## config.mk

```make
export PLATFORM = sky130hd
export DESIGN_NAME = pkt_descriptor
export DESIGN_NICKNAME = d
export VERILOG_FILES = /design/src/pb_pkg.sv /design/src/pkt_descriptor.sv
export SDC_FILE = /design/constraint.sdc
export NUM_CORES = 1
export LEC_CHECK = 0
export BUFFER_PORTS_ARGS = -buffer_cell sky130_fd_sc_hd__clkbuf_2
export CAP_MARGIN = 20
export CORE_MARGIN = 2
export CORE_UTILIZATION = 39
export DETAILED_ROUTE_END_ITERATION = 8
export GPL_TIMING_DRIVEN = 0
export PLACE_DENSITY_LB_ADDON = 0.2
export RECOVER_POWER = 50
export SLEW_MARGIN = 20
export SYNTH_ARGS = -nofsm -noshare
export SYNTH_HDL_FRONTEND = slang
export SYNTH_SLANG_ARGS = --single-unit
export TNS_END_PERCENT = 50
```

## constraint.sdc

```tcl
create_clock -name clk -period 1.7 [get_ports clk]
set_clock_uncertainty 0.05 [all_clocks]
set_input_delay 0.34 -clock clk [delete_from_list [all_inputs] [get_ports clk]]
set_output_delay 0.34 -clock clk [all_outputs]
set_load 0.005 [all_outputs]
```

## src/pb_pkg.sv

```systemverilog
`default_nettype none

package pb_pkg;

    // page number width, 2048 pages per bank.
    localparam int PAGE_BITS = 11;
    // word index inside one page of eight words.
    localparam int BATCH_BITS = 3;
    // packet address is the bank index on top of the page.
    localparam int ADDR_BITS = 16;
    localparam int BANK_BITS = ADDR_BITS - PAGE_BITS;
    // stream word width.
    localparam int DATA_BITS = 16;
    // memory depths.
    localparam int PAGES = 1 << PAGE_BITS;
    localparam int WORDS = 1 << (PAGE_BITS + BATCH_BITS);

    // header fields, top bit first.
    typedef struct packed {
        // pages in the packet, never 0.
        logic [5:0] page_count;
        // words in the last page, 0 stands for 8.
        logic [2:0] last_len;
        logic [2:0] prior;
        logic [3:0] dest_port;
    } pb_header_t;

    // one stream word seen either as data or as a header.
    typedef union packed {
        logic [DATA_BITS-1:0] raw;
        pb_header_t           hdr;
    } pb_word_u;

    // wishbone address region in adr[15:14].
    typedef enum logic [1:0] {
        DATA   = 2'd0,
        PARITY = 2'd1,
        JUMP   = 2'd2
    } wb_region_e;

endpackage

`default_nettype wire
```

## src/pkt_descriptor.sv

```systemverilog
`timescale 1ns/1ns
`default_nettype none

module pkt_descriptor import pb_pkg::*; #(
    parameter logic [BANK_BITS-1:0] BANK_IDX = '0
) (
    input  logic                 clk,
    input  logic                 rst_n,
    input  pb_word_u             xfer_data,
    input  logic                 pkt_start,
    input  logic [PAGE_BITS-1:0] cur_page,
    input  logic [PAGE_BITS-1:0] tail_page,
    input  logic [4:0]           time_stamp,
    output logic [3:0]           dest_port,
    output logic [2:0]           prior,
    output logic [ADDR_BITS-1:0] head_addr,
    output logic [ADDR_BITS-1:0] tail_addr,
    output logic                 join_request,
    output logic [5:0]           join_time_stamp
);

    // header fields held until the tail page is known.
    logic [3:0]           dest_q;
    logic [2:0]           prior_q;
    logic [PAGE_BITS-1:0] head_q;
    // one clock after the header.
    logic                 pend;
    logic [4:0]           ts_next;

    assign ts_next = time_stamp + 5'd1;

    // first stage, decode the header word.
    always_ff @(posedge clk) begin
        if (pkt_start) begin
            dest_q  <= xfer_data.hdr.dest_port;
            prior_q <= xfer_data.hdr.prior;
            head_q  <= cur_page;
        end
    end

    // second stage, the tail page from the allocator is now valid.
    // a header in the same clock only refills the first stage.
    always_ff @(posedge clk) begin
        if (pend) begin
            dest_port <= dest_q;
            prior     <= prior_q;
            head_addr <= {BANK_IDX, head_q};
            tail_addr <= {BANK_IDX, tail_page};
        end
    end

    // join request pulses two clocks after the header.
    always_ff @(posedge clk) begin
        if (!rst_n) begin
            pend         <= 1'b0;
            join_request <= 1'b0;
        end else begin
            pend         <= pkt_start;
            join_request <= pend;
        end
    end

    // stamp is taken at the header.
    // it falls back to 32 once the counter comes round to it again.
    always_ff @(posedge clk) begin
        if (!rst_n) begin
            join_time_stamp <= 6'd32;
        end else if (pkt_start) begin
            join_time_stamp <= {1'b0, ts_next};
        end else if ({1'b0, ts_next} == join_time_stamp) begin
            join_time_stamp <= 6'd32;
        end
    end

endmodule

`default_nettype wire

```

# Yosys cells after proc, flatten, opt, wreduce, memory -nomap -nowiden
# Index checks and enable logic that the tools add are counted.
# W data, S select, Z words.
[totals]
reg_bits = 55
out_inout_bits = 46
elab_cells = 15
[classes]
addsub = 1
eq_ne = 1
mux = 2
reduce_logical = 1
[op_table]
columns = ["op", "count"]
rows = [
  ["$mux W6", 2],
  ["$eq A5 B6 Y1", 1],
  ["$add A5 B1 Y5 const B", 1],
  ["$reduce_bool A2 Y1", 1],
]

# Logic depth before layout (Yosys ltp)
[logic_depth]
depth_word = 4
depth_mapped = 5

# Worst setup path before layout
# No wires, ideal clock.
[synth_timing]
path_kind = "input to register"
from = "in time_stamp[0]"
to = "reg join_time_stamp[0]"
setup_ps = 134
arrival_ps = 1281
t_required_ps = 1516
slack_ps = 236
cell_stages = 5
n_path_buf = 0
cell_sequence = "ha_1 -> xor2_1 -> o22ai_1 -> a211oi_2 -> o22ai_1"
[synth_between]
elab_chain_cells = 3
word_cells_on_any_way = 4
[synth_lines]
columns = ["item", "line_no", "text"]
rows = [
  ["start, declared", "pkt_descriptor.sv:13", "input logic [4:0] time_stamp,"],
  ["$add A5 B1 Y5 *", "pkt_descriptor.sv:30", "assign ts_next = time_stamp + 5'd1;"],
  ["$eq A5 B6 Y1", "pkt_descriptor.sv:70", "end else if ({1'b0, ts_next} == join_time_stamp) begin"],
  ["$reduce_bool A2 Y1 (no line)", "n/a", ""],
  ["end signal, assigned", "pkt_descriptor.sv:69", "join_time_stamp <= {1'b0, ts_next};"],
  ["end, declared", "pkt_descriptor.sv:19", "output logic [5:0] join_time_stamp"],
]
# Mark *: on every way between the ends. The rest lies on a longest branch, timed or not.
# A chain may end at the register's enable or synchronous reset.

# Worst setup path in the final report
# Same ends and word-level chain as after synthesis.

==> impl_metrics.ini <==
[worst_setup_path]
worstReg2RegStart = join_time_stamp[4]
crit_top_cell = o22ai_1
required_ps = 1830
cp_max_fo = 5
reg2reg_setup_slack_ps = 260
cp_slowest_cell = a211oi_2
critPathKind = in2reg
crit_path_cell_trace = clkbuf_2 -> ha_1 -> xor2_1 -> o22ai_1 -> a211oi_2 -> o22ai_1
critPathMaxStageDelay_ps = 360
cp.buffers_inverters = 1
ff2ff_path_depth = 4
end_kind = flop
cp-start-kind = primary input
r2r-end = join_time_stamp[0]
cp.arrival_ps = 1580
cp_top_family = compound AO/OA/AOI/OAI gates

[sta]
finalSetupViolations = 0
finalHoldViolations = 0
period_minus_slack_ps = 1450
relSlewSlack_pct = 55.4
fmax_mhz = 691
drv_slew = 0
rsz0062_at_grt = false
tightest_slew_ps = 669
min_period_over_period_pct = 85.1

[yosys]
ys_warn_count = 0
synth.ff_latch_count = 55
synth_cell_type_count = 26
yosysSeqAreaShare_pct = 81.9
synthCells = 105
ys_top_cells_by_area = edfxtp_1 74%, dfxtp_1 8.3%, buf_4 3.9%
netlist_area_sq_um = 1920
synth_top_area_share_pct = 73.6
yosys.area.top_type = edfxtp_1
syn_avg_cell_area_sq_um = 18.3

[floorplan]
die-area_sq_um = 5500
die-width_microns = 74.1
core_sq_um = 4720
die-height_microns = 74.1
rows = 25
ioPinCount = 92
start_util_pct = 40.6

[clock_tree]
cts_resized = 0
hold_buffers = 0
cts_setup_buffers = 0
cts_tree = built
path_clk_slew_ps = 90
root_buffer = clkbuf_8
clockBufferDepth = 2
htree_levels = 2
clock_latency_ps = 300
clock_sinks = 55
cts_buffers = 5

[min_path]
hold_path_depth = 1
hp-start = tail_page[4]
hold_end = tail_addr[4]
min_path_type = in2reg

[global_route]
grt_pass1_vias = 1066
grt_antenna_before_repair = 0
grt_max_degree = 31
grt-ovfl-total = 0
grt_pass1_wl_mm = 4.81
grt_use_total_pct = 12.0

[flow_run]
drv_cap = 0

[placement]
placed_cell_area_sq_um = 2400
place.gp.congestion = 0.819
dp_hpwl_mm = 2.46
port_buffers = 72

[finish]
drive_above_1_share_pct = 47.9
multi_input_area_sq_um = 294
finalNetCount = 240
design_area_sq_um = 2480
regArea_sq_um = 1570
antenna_cells = 0
fill_cells = 412
area_growth_pct = 29.5

[power]
ir_worst_vdd_mv = 0.512
power_density_nw_per_um2 = 1010
p_total_mw = 2.50
p_leak_nw = 1.06

[routing]
final_antenna_net_count = 0
drcViolationCount = 0
wl_mm = 3.29
vias_per_cell = 4.37
vias = 1140
drt_iter0_markers = 22
first_pass_iters = 4
wl_per_cell_microns = 12.6

[run_status]
run_status = finished, final reports clean
## Yosys cell counts
master and n:
o21bai_1 2, inv_1 3, and4b_2 1, o22ai_1 3
a211oi_2 1, nand2_1 6, dfxtp_1 8, a21oi_1 1
nand3b_1 1, o21ai_0 1, conb_1 1, ha_1 1
a21o_1 1, o21ai_1 1, nor2_1 1, and3b_2 1
edfxtp_1 47, o2bb2ai_1 1, nand3_1 2, nor2b_1 1
xnor2_1 3, and2_1 1, mux2i_1 1, xor2_1 5
o2111ai_1 1, buf_4 10
## through the flow
| step | setup TNS, ps | util (%) | setup WS, ps | hold slack, ps | instances |
|---|---|---|---|---|---|
| 4_1_cts | 0 | 52.6 | 262 | 143 | 261 |
| 5_1_grt | 0 | 52.6 | 132 | 139 | 261 |
| 2_1_floorplan | 0 | - | 236 | 350 | 114 |
| 6_report | 0 | 52.6 | 253 | 154 | 261 |
| 3_5_place_dp | -156 | 50.8 | -55.4 | 356 | 253 |
| 3_3_place_gp | -12.5 | 50.7 | -12.5 | 351 | 253 |
## cell families (layout without fill, tap and decap cells)
family	Yosys count	in the layout	share of synthesized area, %
mux	1	1	0.522
simple gates	14	14	4.04
xor+xnor	8	8	3.65
buf+inv	13	93	4.50
compound gates	12	12	4.50
other cells	1	10	0.196
fa+ha+maj	1	1	0.652
flops	55	55	81.9
## how the worst max path moves through the flow
stage | startpoint | to | slack (ps) | depth (start not counted)
detailed placement | time_stamp[0] | join_time_stamp[0] | -60 | 6
global route | time_stamp[0] | join_time_stamp[0] | 130 | 6
floorplan | time_stamp[0] | join_time_stamp[0] | 240 | 5
CTS | join_time_stamp[4] | join_time_stamp[0] | 260 | 4
finish | time_stamp[0] | join_time_stamp[0] | 250 | 6
global placement | time_stamp[0] | join_time_stamp[0] | -10 | 6
## metal layers
layer / up-vias / GRT usage, % / part of all wire, %
li1: 543 / - / -
met1: 533 / 12.1 / 37
met3: 6 / 4.47 / 7.1
met2: 58 / 21.9 / 54
met5: - / 0 / 0
met4: 0 / 5.66 / 1.9
## flip-flops by register name (all words and copies together), names as in the netlist, 3 cells and up
| register | count |
|---|---|
| tail_addr | 11 |
| prior | 3 |
| join_time_stamp | 6 |
| dest_port | 4 |
| dest_q | 4 |
| head_q | 11 |
| prior_q | 3 |
| head_addr | 11 |
## final cells by class
type	count	area share [%]
plain buffers	10	3.02
clock buffers	5	2.77
clock inverters	3	0.756
inverters	3	0.453
multi-input cells	46	11.8
flip-flops and latches	55	63.3
well taps	67	3.38
repair buffers	72	14.5
## layout by cell type (no fill, tap or decap), drive strengths merged, types with 2 or more instances in the layout
cell type / count
buf: 10
clkbuf: 77
clkinv: 2
conb: 10
dfxtp: 8
edfxtp: 47
inv: 4
nand2: 6
nand3: 2
o21ai: 2
o21bai: 2
o22ai: 3
xnor2: 3
xor2: 5
## report_power, final
| part | switching [mW] | internal (mW) |
|---|---|---|
| logic | 0.0927 | 0.105 |
| clock network | 0.405 | 0.291 |
| registers | 0.0425 | 1.57 |
| total | 0.541 | 1.96 |
Note: power is estimated with default switching activity, not from simulation.
