**src/pb_pkg.sv**
```systemverilog
`default_nettype none

package pb_pkg;

    // page number width, 2048 pages per bank.
    localparam int PAGE_BITS = 11;
    // word index inside one page of eight words.
    localparam int BATCH_BITS = 3;
    // packet address is the bank index on top of the page.
    localparam int ADDR_BITS = 16;
    localparam int BANK_BITS = ADDR_BITS - PAGE_BITS;
    // stream word width.
    localparam int DATA_BITS = 16;
    // memory depths.
    localparam int PAGES = 1 << PAGE_BITS;
    localparam int WORDS = 1 << (PAGE_BITS + BATCH_BITS);

    // header fields, top bit first.
    typedef struct packed {
        // pages in the packet, never 0.
        logic [5:0] page_count;
        // words in the last page, 0 stands for 8.
        logic [2:0] last_len;
        logic [2:0] prior;
        logic [3:0] dest_port;
    } pb_header_t;

    // one stream word seen either as data or as a header.
    typedef union packed {
        logic [DATA_BITS-1:0] raw;
        pb_header_t           hdr;
    } pb_word_u;

    // wishbone address region in adr[15:14].
    typedef enum logic [1:0] {
        DATA   = 2'd0,
        PARITY = 2'd1,
        JUMP   = 2'd2
    } wb_region_e;

endpackage

`default_nettype wire
```
**src/wb_read_port.sv**
```systemverilog
`timescale 1ns/1ns
`default_nettype none

module wb_read_port import pb_pkg::*; (
    input  logic                            clk,
    input  logic                            rst_n,
    input  logic                            wb_cyc,
    input  logic                            wb_stb,
    input  logic                            wb_we,
    input  logic [15:0]                     wb_adr,
    output logic [15:0]                     wb_dat_o,
    output logic                            wb_ack,
    output logic [PAGE_BITS+BATCH_BITS-1:0] rd_data_addr,
    output logic [PAGE_BITS-1:0]            rd_par_addr,
    output logic [PAGE_BITS-1:0]            jt_rd_addr,
    input  logic [DATA_BITS-1:0]            rd_data,
    input  logic [7:0]                      rd_par,
    input  logic [PAGE_BITS-1:0]            jt_rd_data
);

    wb_region_e region;
    wb_region_e region_q;
    logic       we_q;
    // request seen, not yet answered.
    logic       req;

    assign region = wb_region_e'(wb_adr[15:14]);
    assign req    = wb_cyc && wb_stb && !wb_ack;

    // the rams register the read on the request clock.
    assign rd_data_addr = wb_adr[PAGE_BITS+BATCH_BITS-1:0];
    assign rd_par_addr  = wb_adr[PAGE_BITS-1:0];
    assign jt_rd_addr   = wb_adr[PAGE_BITS-1:0];

    // single clock ack, one clock after the request.
    always_ff @(posedge clk) begin
        if (!rst_n) begin
            wb_ack <= 1'b0;
        end else begin
            wb_ack <= req;
        end
    end

    // remember where the data comes from.
    always_ff @(posedge clk) begin
        if (req) begin
            region_q <= region;
            we_q     <= wb_we;
        end
    end

    // return mux, unused upper bits are zero.
    // a write is acked with zero data.
    always_comb begin
        wb_dat_o = '0;
        if (!we_q) begin
            case (region_q)
                DATA:    wb_dat_o = rd_data;
                PARITY:  wb_dat_o = {8'h00, rd_par};
                JUMP:    wb_dat_o = {{(16 - PAGE_BITS){1'b0}}, jt_rd_data};
                default: wb_dat_o = '0;
            endcase
        end
    end

endmodule

`default_nettype wire

```
**config.mk**
```make
export PLATFORM = sky130hd
export DESIGN_NAME = wb_read_port
export DESIGN_NICKNAME = d
export VERILOG_FILES = /design/src/pb_pkg.sv /design/src/wb_read_port.sv
export SDC_FILE = /design/constraint.sdc
export NUM_CORES = 1
export LEC_CHECK = 0
export BUFFER_PORTS_ARGS = -buffer_cell sky130_fd_sc_hd__buf_2
export CORE_MARGIN = 2
export CORE_UTILIZATION = 36
export DETAILED_ROUTE_END_ITERATION = 6
export PLACE_DENSITY_LB_ADDON = 0.25
export RECOVER_POWER = 50
export SLEW_MARGIN = 25
export SYNTH_ARGS = -nofsm -noshare
export SYNTH_HDL_FRONTEND = slang
export SYNTH_SLANG_ARGS = --single-unit
```
**constraint.sdc**
```tcl
create_clock -name clk -period 1.5 [get_ports clk]
set_input_delay 0.15 -clock clk [delete_from_list [all_inputs] [get_ports clk]]
set_output_delay 0.15 -clock clk [all_outputs]
set_load 0.1 [all_outputs]
```
**Yosys cells after proc, flatten, opt, wreduce, memory -nomap -nowiden**

Cells that the tools add are included.

- Register bits: 4
- Input bits: 56
- Output and inout port bits: 53
- Logic and storage cells: 11

- Eq/ne operators: 2
- Muxes and demuxes: 2
- Reductions and logical operators: 4

Operator list:

| cell | number |
|---|---|
| one-hot mux 16 bit (3 select lines) | 1 |
| two-way mux 16 bit | 1 |
| == test 2 x 1 -> 1 bit (second input constant) | 1 |
| == test 2 bit (second input constant) | 1 |
| logical AND 1 bit | 2 |
| logical NOT 2 bit | 1 |
| logical NOT 1 bit | 1 |

**Depth between registers and ports, before layout**

Gate-level depths: netlist of run 1.

- Depth after elaboration: 3
- Gate-level depth with buffers: 4
- Gate-level depth less buffers: 3

**Worst setup path after synthesis of run 1**

No wires, ideal clock.

- Path kind: flip-flop to output port
- From: register region_q[0]
- To: output wb_dat_o[10]
- Arrival time: 2.827 ns
- Data required time: 1.350 ns
- Slack: -1.477 ns
- Stages on the path, launching flop included: 4
- Cell sequence: edfxtp_1 buf_4 buf_6 nor3_1

- Cells in the longest elaborated chain, start to end: 3

Ends and longest elaborated chain:

| item | line | source |
|---|---|---|
| from (decl) | wb_read_port.sv:22 | `wb_region_e region_q;` |
| from (signal assigned) | wb_read_port.sv:47 | `region_q <= region;` |
| == test 2 bit (tied with other cells) | wb_read_port.sv:57 | `case (region_q)` |
| one-hot mux 16 bit (3 select lines) (*) | wb_read_port.sv:57 |  |
| two-way mux 16 bit (*) | wb_read_port.sv:56 | `if (!we_q) begin` |
| to (decl) | wb_read_port.sv:11 | `output logic [15:0] wb_dat_o,` |

Mark *: on every way between the ends. The rest lies on a longest branch, timed or not.

**Worst setup path after layout of run 1**

- From: register region_q[1]
- To: output wb_dat_o[7]

Same word-level chain as after synthesis.

==> flow_metrics.tcl, run 1 <==
set metrics [dict create \
    status "finished, violations left" \
    violations "setup timing" \
    layout.cells.non_filler 151 \
    yosysWarnings 0 \
    fillers 208 \
    synthTopCellsByArea "buf_4 30%, a211oi_2 22%, nand2b_4 12%" \
    synthSimpleGateAreaFrac 0.259 \
    antenna_found_initial 0 \
    crit_end "wb_dat_o[7]" \
    report.final.slew_viol_count 0 \
    start_util 0.375 \
    synth_area_leader_cell "buf_4" \
    syn_area_per_cell_um2 9.81 \
    crit_cells 5 \
    grt_use_met2 0.211 \
    synthAdderAreaFrac 0 \
    grt_max_degree 29 \
    drc 0 \
    drt_pass1_iterations 2 \
    crit_family "flip-flops" \
    whs_ns 0.0900 \
    tightest_slew_ns 0.491 \
    ys_seq_area_frac 0.121 \
    synth_top_family_by_area "buffers and inverters" \
    synth_compound_area_frac 0.219 \
    track_usage 0.114 \
    synth-main-ff-cell "edfxtp_1" \
    muxShareOfSynthArea 0.0329 \
    vias_per_cell 4.47 \
    area_growth_pct 50.5 \
    period_share 1.09 \
    gp_congestion 0.596 \
    rr_worst_depth 1 \
    synth_edf_count 3 \
    antennaDiodeCount 0 \
    max_freq_mhz 610 \
    drive_gt1_frac 0.884 \
    htreeDepth 1 \
    place_hpwl_um 1510 \
    routed_wl_um 1740 \
    drtAntennaViolNets 0 \
    max-cap-violations 0 \
    use_met1 0.118 \
    finish.utilization 0.564 \
    ios 109 \
    grt_pass1_vias 616 \
    worstSkewPairLatency_ns 0.23 \
    layout_setup_ws_ns -0.138 \
    cts_tree "yes" \
    yosys.area.top_type_share 0.305 \
    async_flop_share 0 \
    cp_num_buf_inv 2 \
    dr.first_iter.drc_count 2 \
    end_kind "output port" \
    place_ws_ns 0.0661 \
    grt.overflow.total 0 \
    cts_inserted_buffers 3 \
    hold_violations 0 \
    startpoint_type "register" \
    slew_headroom 0.675 \
    yosysMostFrequentCell "buf_4" \
    synth_common_cells "37 x buf_4, 16 x a211oi_2, 8 x nand2b_4, 8 x nor2b_1, 6 x and2_1" \
    p_per_area_mw_per_mm2 505 \
    root_buffer "clkbuf_4" \
    cp.arrival_ns 1.49 \
    placed_cells 146 \
    skew_ns 0.00597 \
    synth_xor_area_frac 0 \
    critPathMaxStageDelay_ns 0.40 \
    grt_use_met3 0.0246 \
    synth_area_um2 912 \
    crit_fanout 28 \
    die_x_um 54.3 \
    die_height_um 54.3 \
    wire_per_inst_um 11.5 \
    period_needed_ns 1.64 \
    dpl_cell_area_mm2 0.00131 \
    final_area_mm2 0.00137 \
    worst-setup-path-type "register to output port" \
    seq_area_um2 110 \
    path_cells "buf_12 -> nor2b_2 -> a211oi_2 -> a211oi_4 -> buf_12" \
    core_mm2 0.00243 \
    r2r-start "wb_ack" \
    clockBufferDepth 2 \
    cp_slowest_cell "edfxtp_1" \
    required_ns 1.35 \
    vias 675 \
    grt_setup_unrepaired "yes" \
    yosysUniqueCellTypes 15 \
    rrSetupSlack_ns 0.64 \
    port_buffers 58 \
    setup_violations 15 \
    grt.busiest_layer "met2" \
    p_total_uw 694 \
    multi_input_area_um2 584 \
    total_leakage_power_nw 0.592 \
    die_area_mm2 0.00295 \
    fin_nets 178 \
    min_path_type "input port to register" \
    cts_sinks 4 \
    path_clk_slew_ns 0.04 \
    grt_pass1_wl_um 2510 \
    rows 18 \
    synth_nets 149 \
    fin_tns_setup_ns -1.23 \
    worstSetupStartpoint "region_q[1]" \
    r2r-end "we_q" \
    crit_top_cell "buf_12" \
    ys_ff_latch 4 \
    synth_cells 93 \
    ir_worst_vdd_mv 0.435 \
]
-- what timing repair did --
item	in CTS	in global routing
endpoints found under the hold margin	0	0
gates resized for setup	8	4
pin swaps	4	3
buffers inserted	0	1
hold buffers	0	0
endpoints found under the setup margin	16	16
-- state kept, by name, indices dropped and copies added (netlist names) --
register	count
region_q	2
wb_ack	1
we_q	1
-- area by class of cell --
class | count | area share
clock buffers | 4 | 0.0191
multi-input cells | 47 | 0.426
flip-flops and latches | 4 | 0.0802
well taps | 30 | 0.0273
repair buffers | 66 | 0.448
-- report_power, final --
group | leakage (nW) | switching, mW | total, mW | internal [mW]
Combinational | 0.541 | 0.244 | 0.422 | 0.178
Sequential | 0.0362 | 0.00414 | 0.129 | 0.125
Clock | 0.0150 | 0.0426 | 0.142 | 0.0997
Total | 0.592 | 0.291 | 0.694 | 0.403
-- logic make-up (layout without fill, tap and decap cells) --
| family | count (synthesis) | in the layout |
|---|---|---|
| buf+inv | 42 | 70 |
| mux | 3 | 3 |
| compound gates | 16 | 16 |
| simple gates | 28 | 28 |
| flops | 4 | 4 |
-- placed cells by master (no fill, tap or decap), types with 3 or more instances in the layout --
master and count:
nand2b_4 8, a211oi_2 8, buf_2 42, edfxtp_1 3, mux2i_1 3, buf_12 17
and2_4 4, buf_4 4, nor3_4 4, nor2b_2 5, clkbuf_4 3, nor2b_1 3
buf_6 3, a211oi_4 8
-- worst min-delay path by stage --
stage	endpoint	start	slack (ns)	cells past startpoint
finish	region_q[1]	wb_adr[15]	0.09	1
global route	region_q[0]	wb_adr[14]	0.08	1
CTS	region_q[1]	wb_adr[15]	0.08	1
detailed placement	rd_data_addr[13]	wb_adr[13]	0.30	0
global placement	rd_data_addr[13]	wb_adr[13]	0.30	0
floorplan	region_q[0]	wb_adr[14]	0.25	0
-- metal layers --
metal	share of wire	wire length (um)
met5	0	0
met1	0.33	580
met3	0.12	214
met4	0.0023	4
met2	0.54	941
Note: power is estimated with default switching activity, not from simulation.
==> run 2, diff against run 1 <==
Settings changed: CORE_ASPECT_RATIO from default to 1.2, CORE_MARGIN 2 to default.
==> flow_metrics.tcl, run 2 (synthesis gave the netlist of run 1 again) <==
set metrics [dict create \
    status "finished, violations left" \
    violations "setup timing" \
    track_usage 0.131 \
    slew_headroom 0.678 \
    dr.first_iter.drc_count 1 \
    min_path_type "input port to register" \
    drc 0 \
    grt_pass1_wl_um 2620 \
    fillers 198 \
    crit_end "wb_dat_o[1]" \
    p_int_uw 402 \
    start_util 0.388 \
    antenna_found_initial 0 \
    ios 109 \
    critPathMaxStageDelay_ns 0.40 \
    fin_tns_setup_ns -1.21 \
    p_seq_frac 0.188 \
    period_share 1.10 \
    worst-setup-path-type "register to output port" \
    area_growth_pct 50.3 \
    r2r-start "wb_ack" \
    routed_wl_um 1650 \
    layout_commonest_cell "buf_2" \
    clockBufferDepth 2 \
    ir_worst_vdd_mv 0.399 \
    grt_max_degree 29 \
    cts_inserted_buffers 3 \
    regMostFlops "region_q" \
    die_x_um 48.0 \
    end_kind "output port" \
    root_buffer "clkbuf_4" \
    hold_violations 0 \
    largest_reg_flops 2 \
    path_cells "buf_12 -> nor2b_2 -> a211oi_2 -> a211oi_4 -> buf_12" \
    vias 678 \
    required_ns 1.35 \
    place_hpwl_um 1410 \
    switching_power_uw 293 \
    grt_setup_unrepaired "yes" \
    htreeDepth 1 \
    max-cap-violations 0 \
    die_height_um 57.1 \
    startpoint_type "register" \
    vias_per_cell 4.52 \
    wire_per_inst_um 11.0 \
    seq_area_um2 110 \
    antennaDiodeCount 0 \
    drtAntennaViolNets 0 \
    p_sw_frac 0.421 \
    final_cell_mix "42 x buf_2, 18 x buf_12" \
    core_mm2 0.00235 \
    die_area_mm2 0.00274 \
    r2r-end "region_q[1]" \
    grt.overflow.total 0 \
    cts_sinks 4 \
    reg_top3 "region_q (2), wb_ack (1), we_q (1)" \
    cts_tree "yes" \
    port_buffers 58 \
    worstSkewPairLatency_ns 0.24 \
    combPwrFrac 0.604 \
    multi_input_area_um2 592 \
    gp_congestion 0.607 \
    rr_worst_depth 1 \
    placed_cells 146 \
    max_freq_mhz 607 \
    pwr-share-clk 0.208 \
    ctsHoldBuffers 0 \
    rows 19 \
    p_per_area_mw_per_mm2 507 \
    grt_pass1_vias 673 \
    path_clk_slew_ns 0.04 \
    cp_slowest_cell "edfxtp_1" \
    cp.arrival_ns 1.50 \
    tightest_slew_ns 0.486 \
    total_leakage_power_nw 0.588 \
    worstSetupStartpoint "region_q[1]" \
    place_ws_ns 0.0460 \
    skew_ns 0.00764 \
    rrSetupSlack_ns 0.63 \
    crit_top_cell "buf_12" \
    fin_nets 176 \
    drive_gt1_frac 0.908 \
    report.final.slew_viol_count 0 \
    period_needed_ns 1.65 \
    crit_fanout 28 \
    layout.cells.non_filler 150 \
    drt_pass1_iterations 2 \
    post-cts-setup-buffers 0 \
    layout_setup_ws_ns -0.148 \
    setup_violations 15 \
]
==> run 2: changes by cell type in the layout (fill, tap and decap cells not counted) <==
| cell | delta |
|---|---|
| nor2b_2 | +3 |
| nor2b_1 | -3 |
| buf_6 | -2 |
| buf_12 | +1 |
| buf_4 | -1 |
==> run 2: critical path, delay by kind of cell, from the launching register on <==
family | cells | cell delay, ns
simple gates | 1 | 0.14
flops | 1 | 0.40
buf+inv | 2 | 0.40
compound gates | 2 | 0.32
==> run 2: final cells by class <==
cell class	count	area share
Clock buffer	4	0.0192
Timing Repair Buffer	64	0.441
Sequential cell	4	0.0803
Tap cell	31	0.0283
Multi-Input combinational cell	47	0.432
==> run 2: routing by layer <==
metal | track usage | wire length, um | vias to the layer above
li1 | - | - | 327
met1 | 0.109 | 502 | 299
met2 | 0.241 | 940 | 44
met3 | 0.0475 | 190 | 8
met4 | 0.0754 | 20 | 0
met5 | 0 | 0 | -
==> run 2: power by group through the flow <==
stage	clock network [mW]	logic, mW	registers [mW]
floorplan	0	0.716	0.139
global placement	0	0.413	0.132
detailed placement	0	0.417	0.132
CTS	0.154	0.424	0.131
global route	0.173	0.441	0.131
finish	0.145	0.420	0.130
==> run 2: repair_timing <==
action	4_1_cts	5_1_grt
resized for setup	13	0
endpoints found under the setup margin	16	16
hold endpoints to repair	0	0
pin swaps	0	1
==> run 2: worst min-delay path by stage <==
| stage | start | end | depth (start not counted) |
|---|---|---|---|
| after floorplan | wb_adr[14] | region_q[0] | 0 |
| after global placement | wb_adr[12] | rd_data_addr[12] | 0 |
| after detailed placement | wb_adr[12] | rd_data_addr[12] | 0 |
| after CTS | wb_adr[14] | region_q[0] | 1 |
| after global routing | wb_adr[14] | region_q[0] | 1 |
| final | wb_adr[14] | region_q[0] | 1 |
==> run 2: through the flow <==
step | power (mW) | utilization | area (um^2) | hold WS (ns)
6_report | 0.695 | 0.583 | 1370 | 0.0903
4_1_cts | 0.709 | 0.583 | 1370 | 0.0793
5_1_grt | 0.744 | 0.583 | 1370 | 0.0709
3_5_place_dp | 0.549 | 0.559 | 1320 | 0.301
3_3_place_gp | 0.545 | 0.559 | 1320 | 0.301
2_1_floorplan | 0.855 | - | 1030 | 0.249
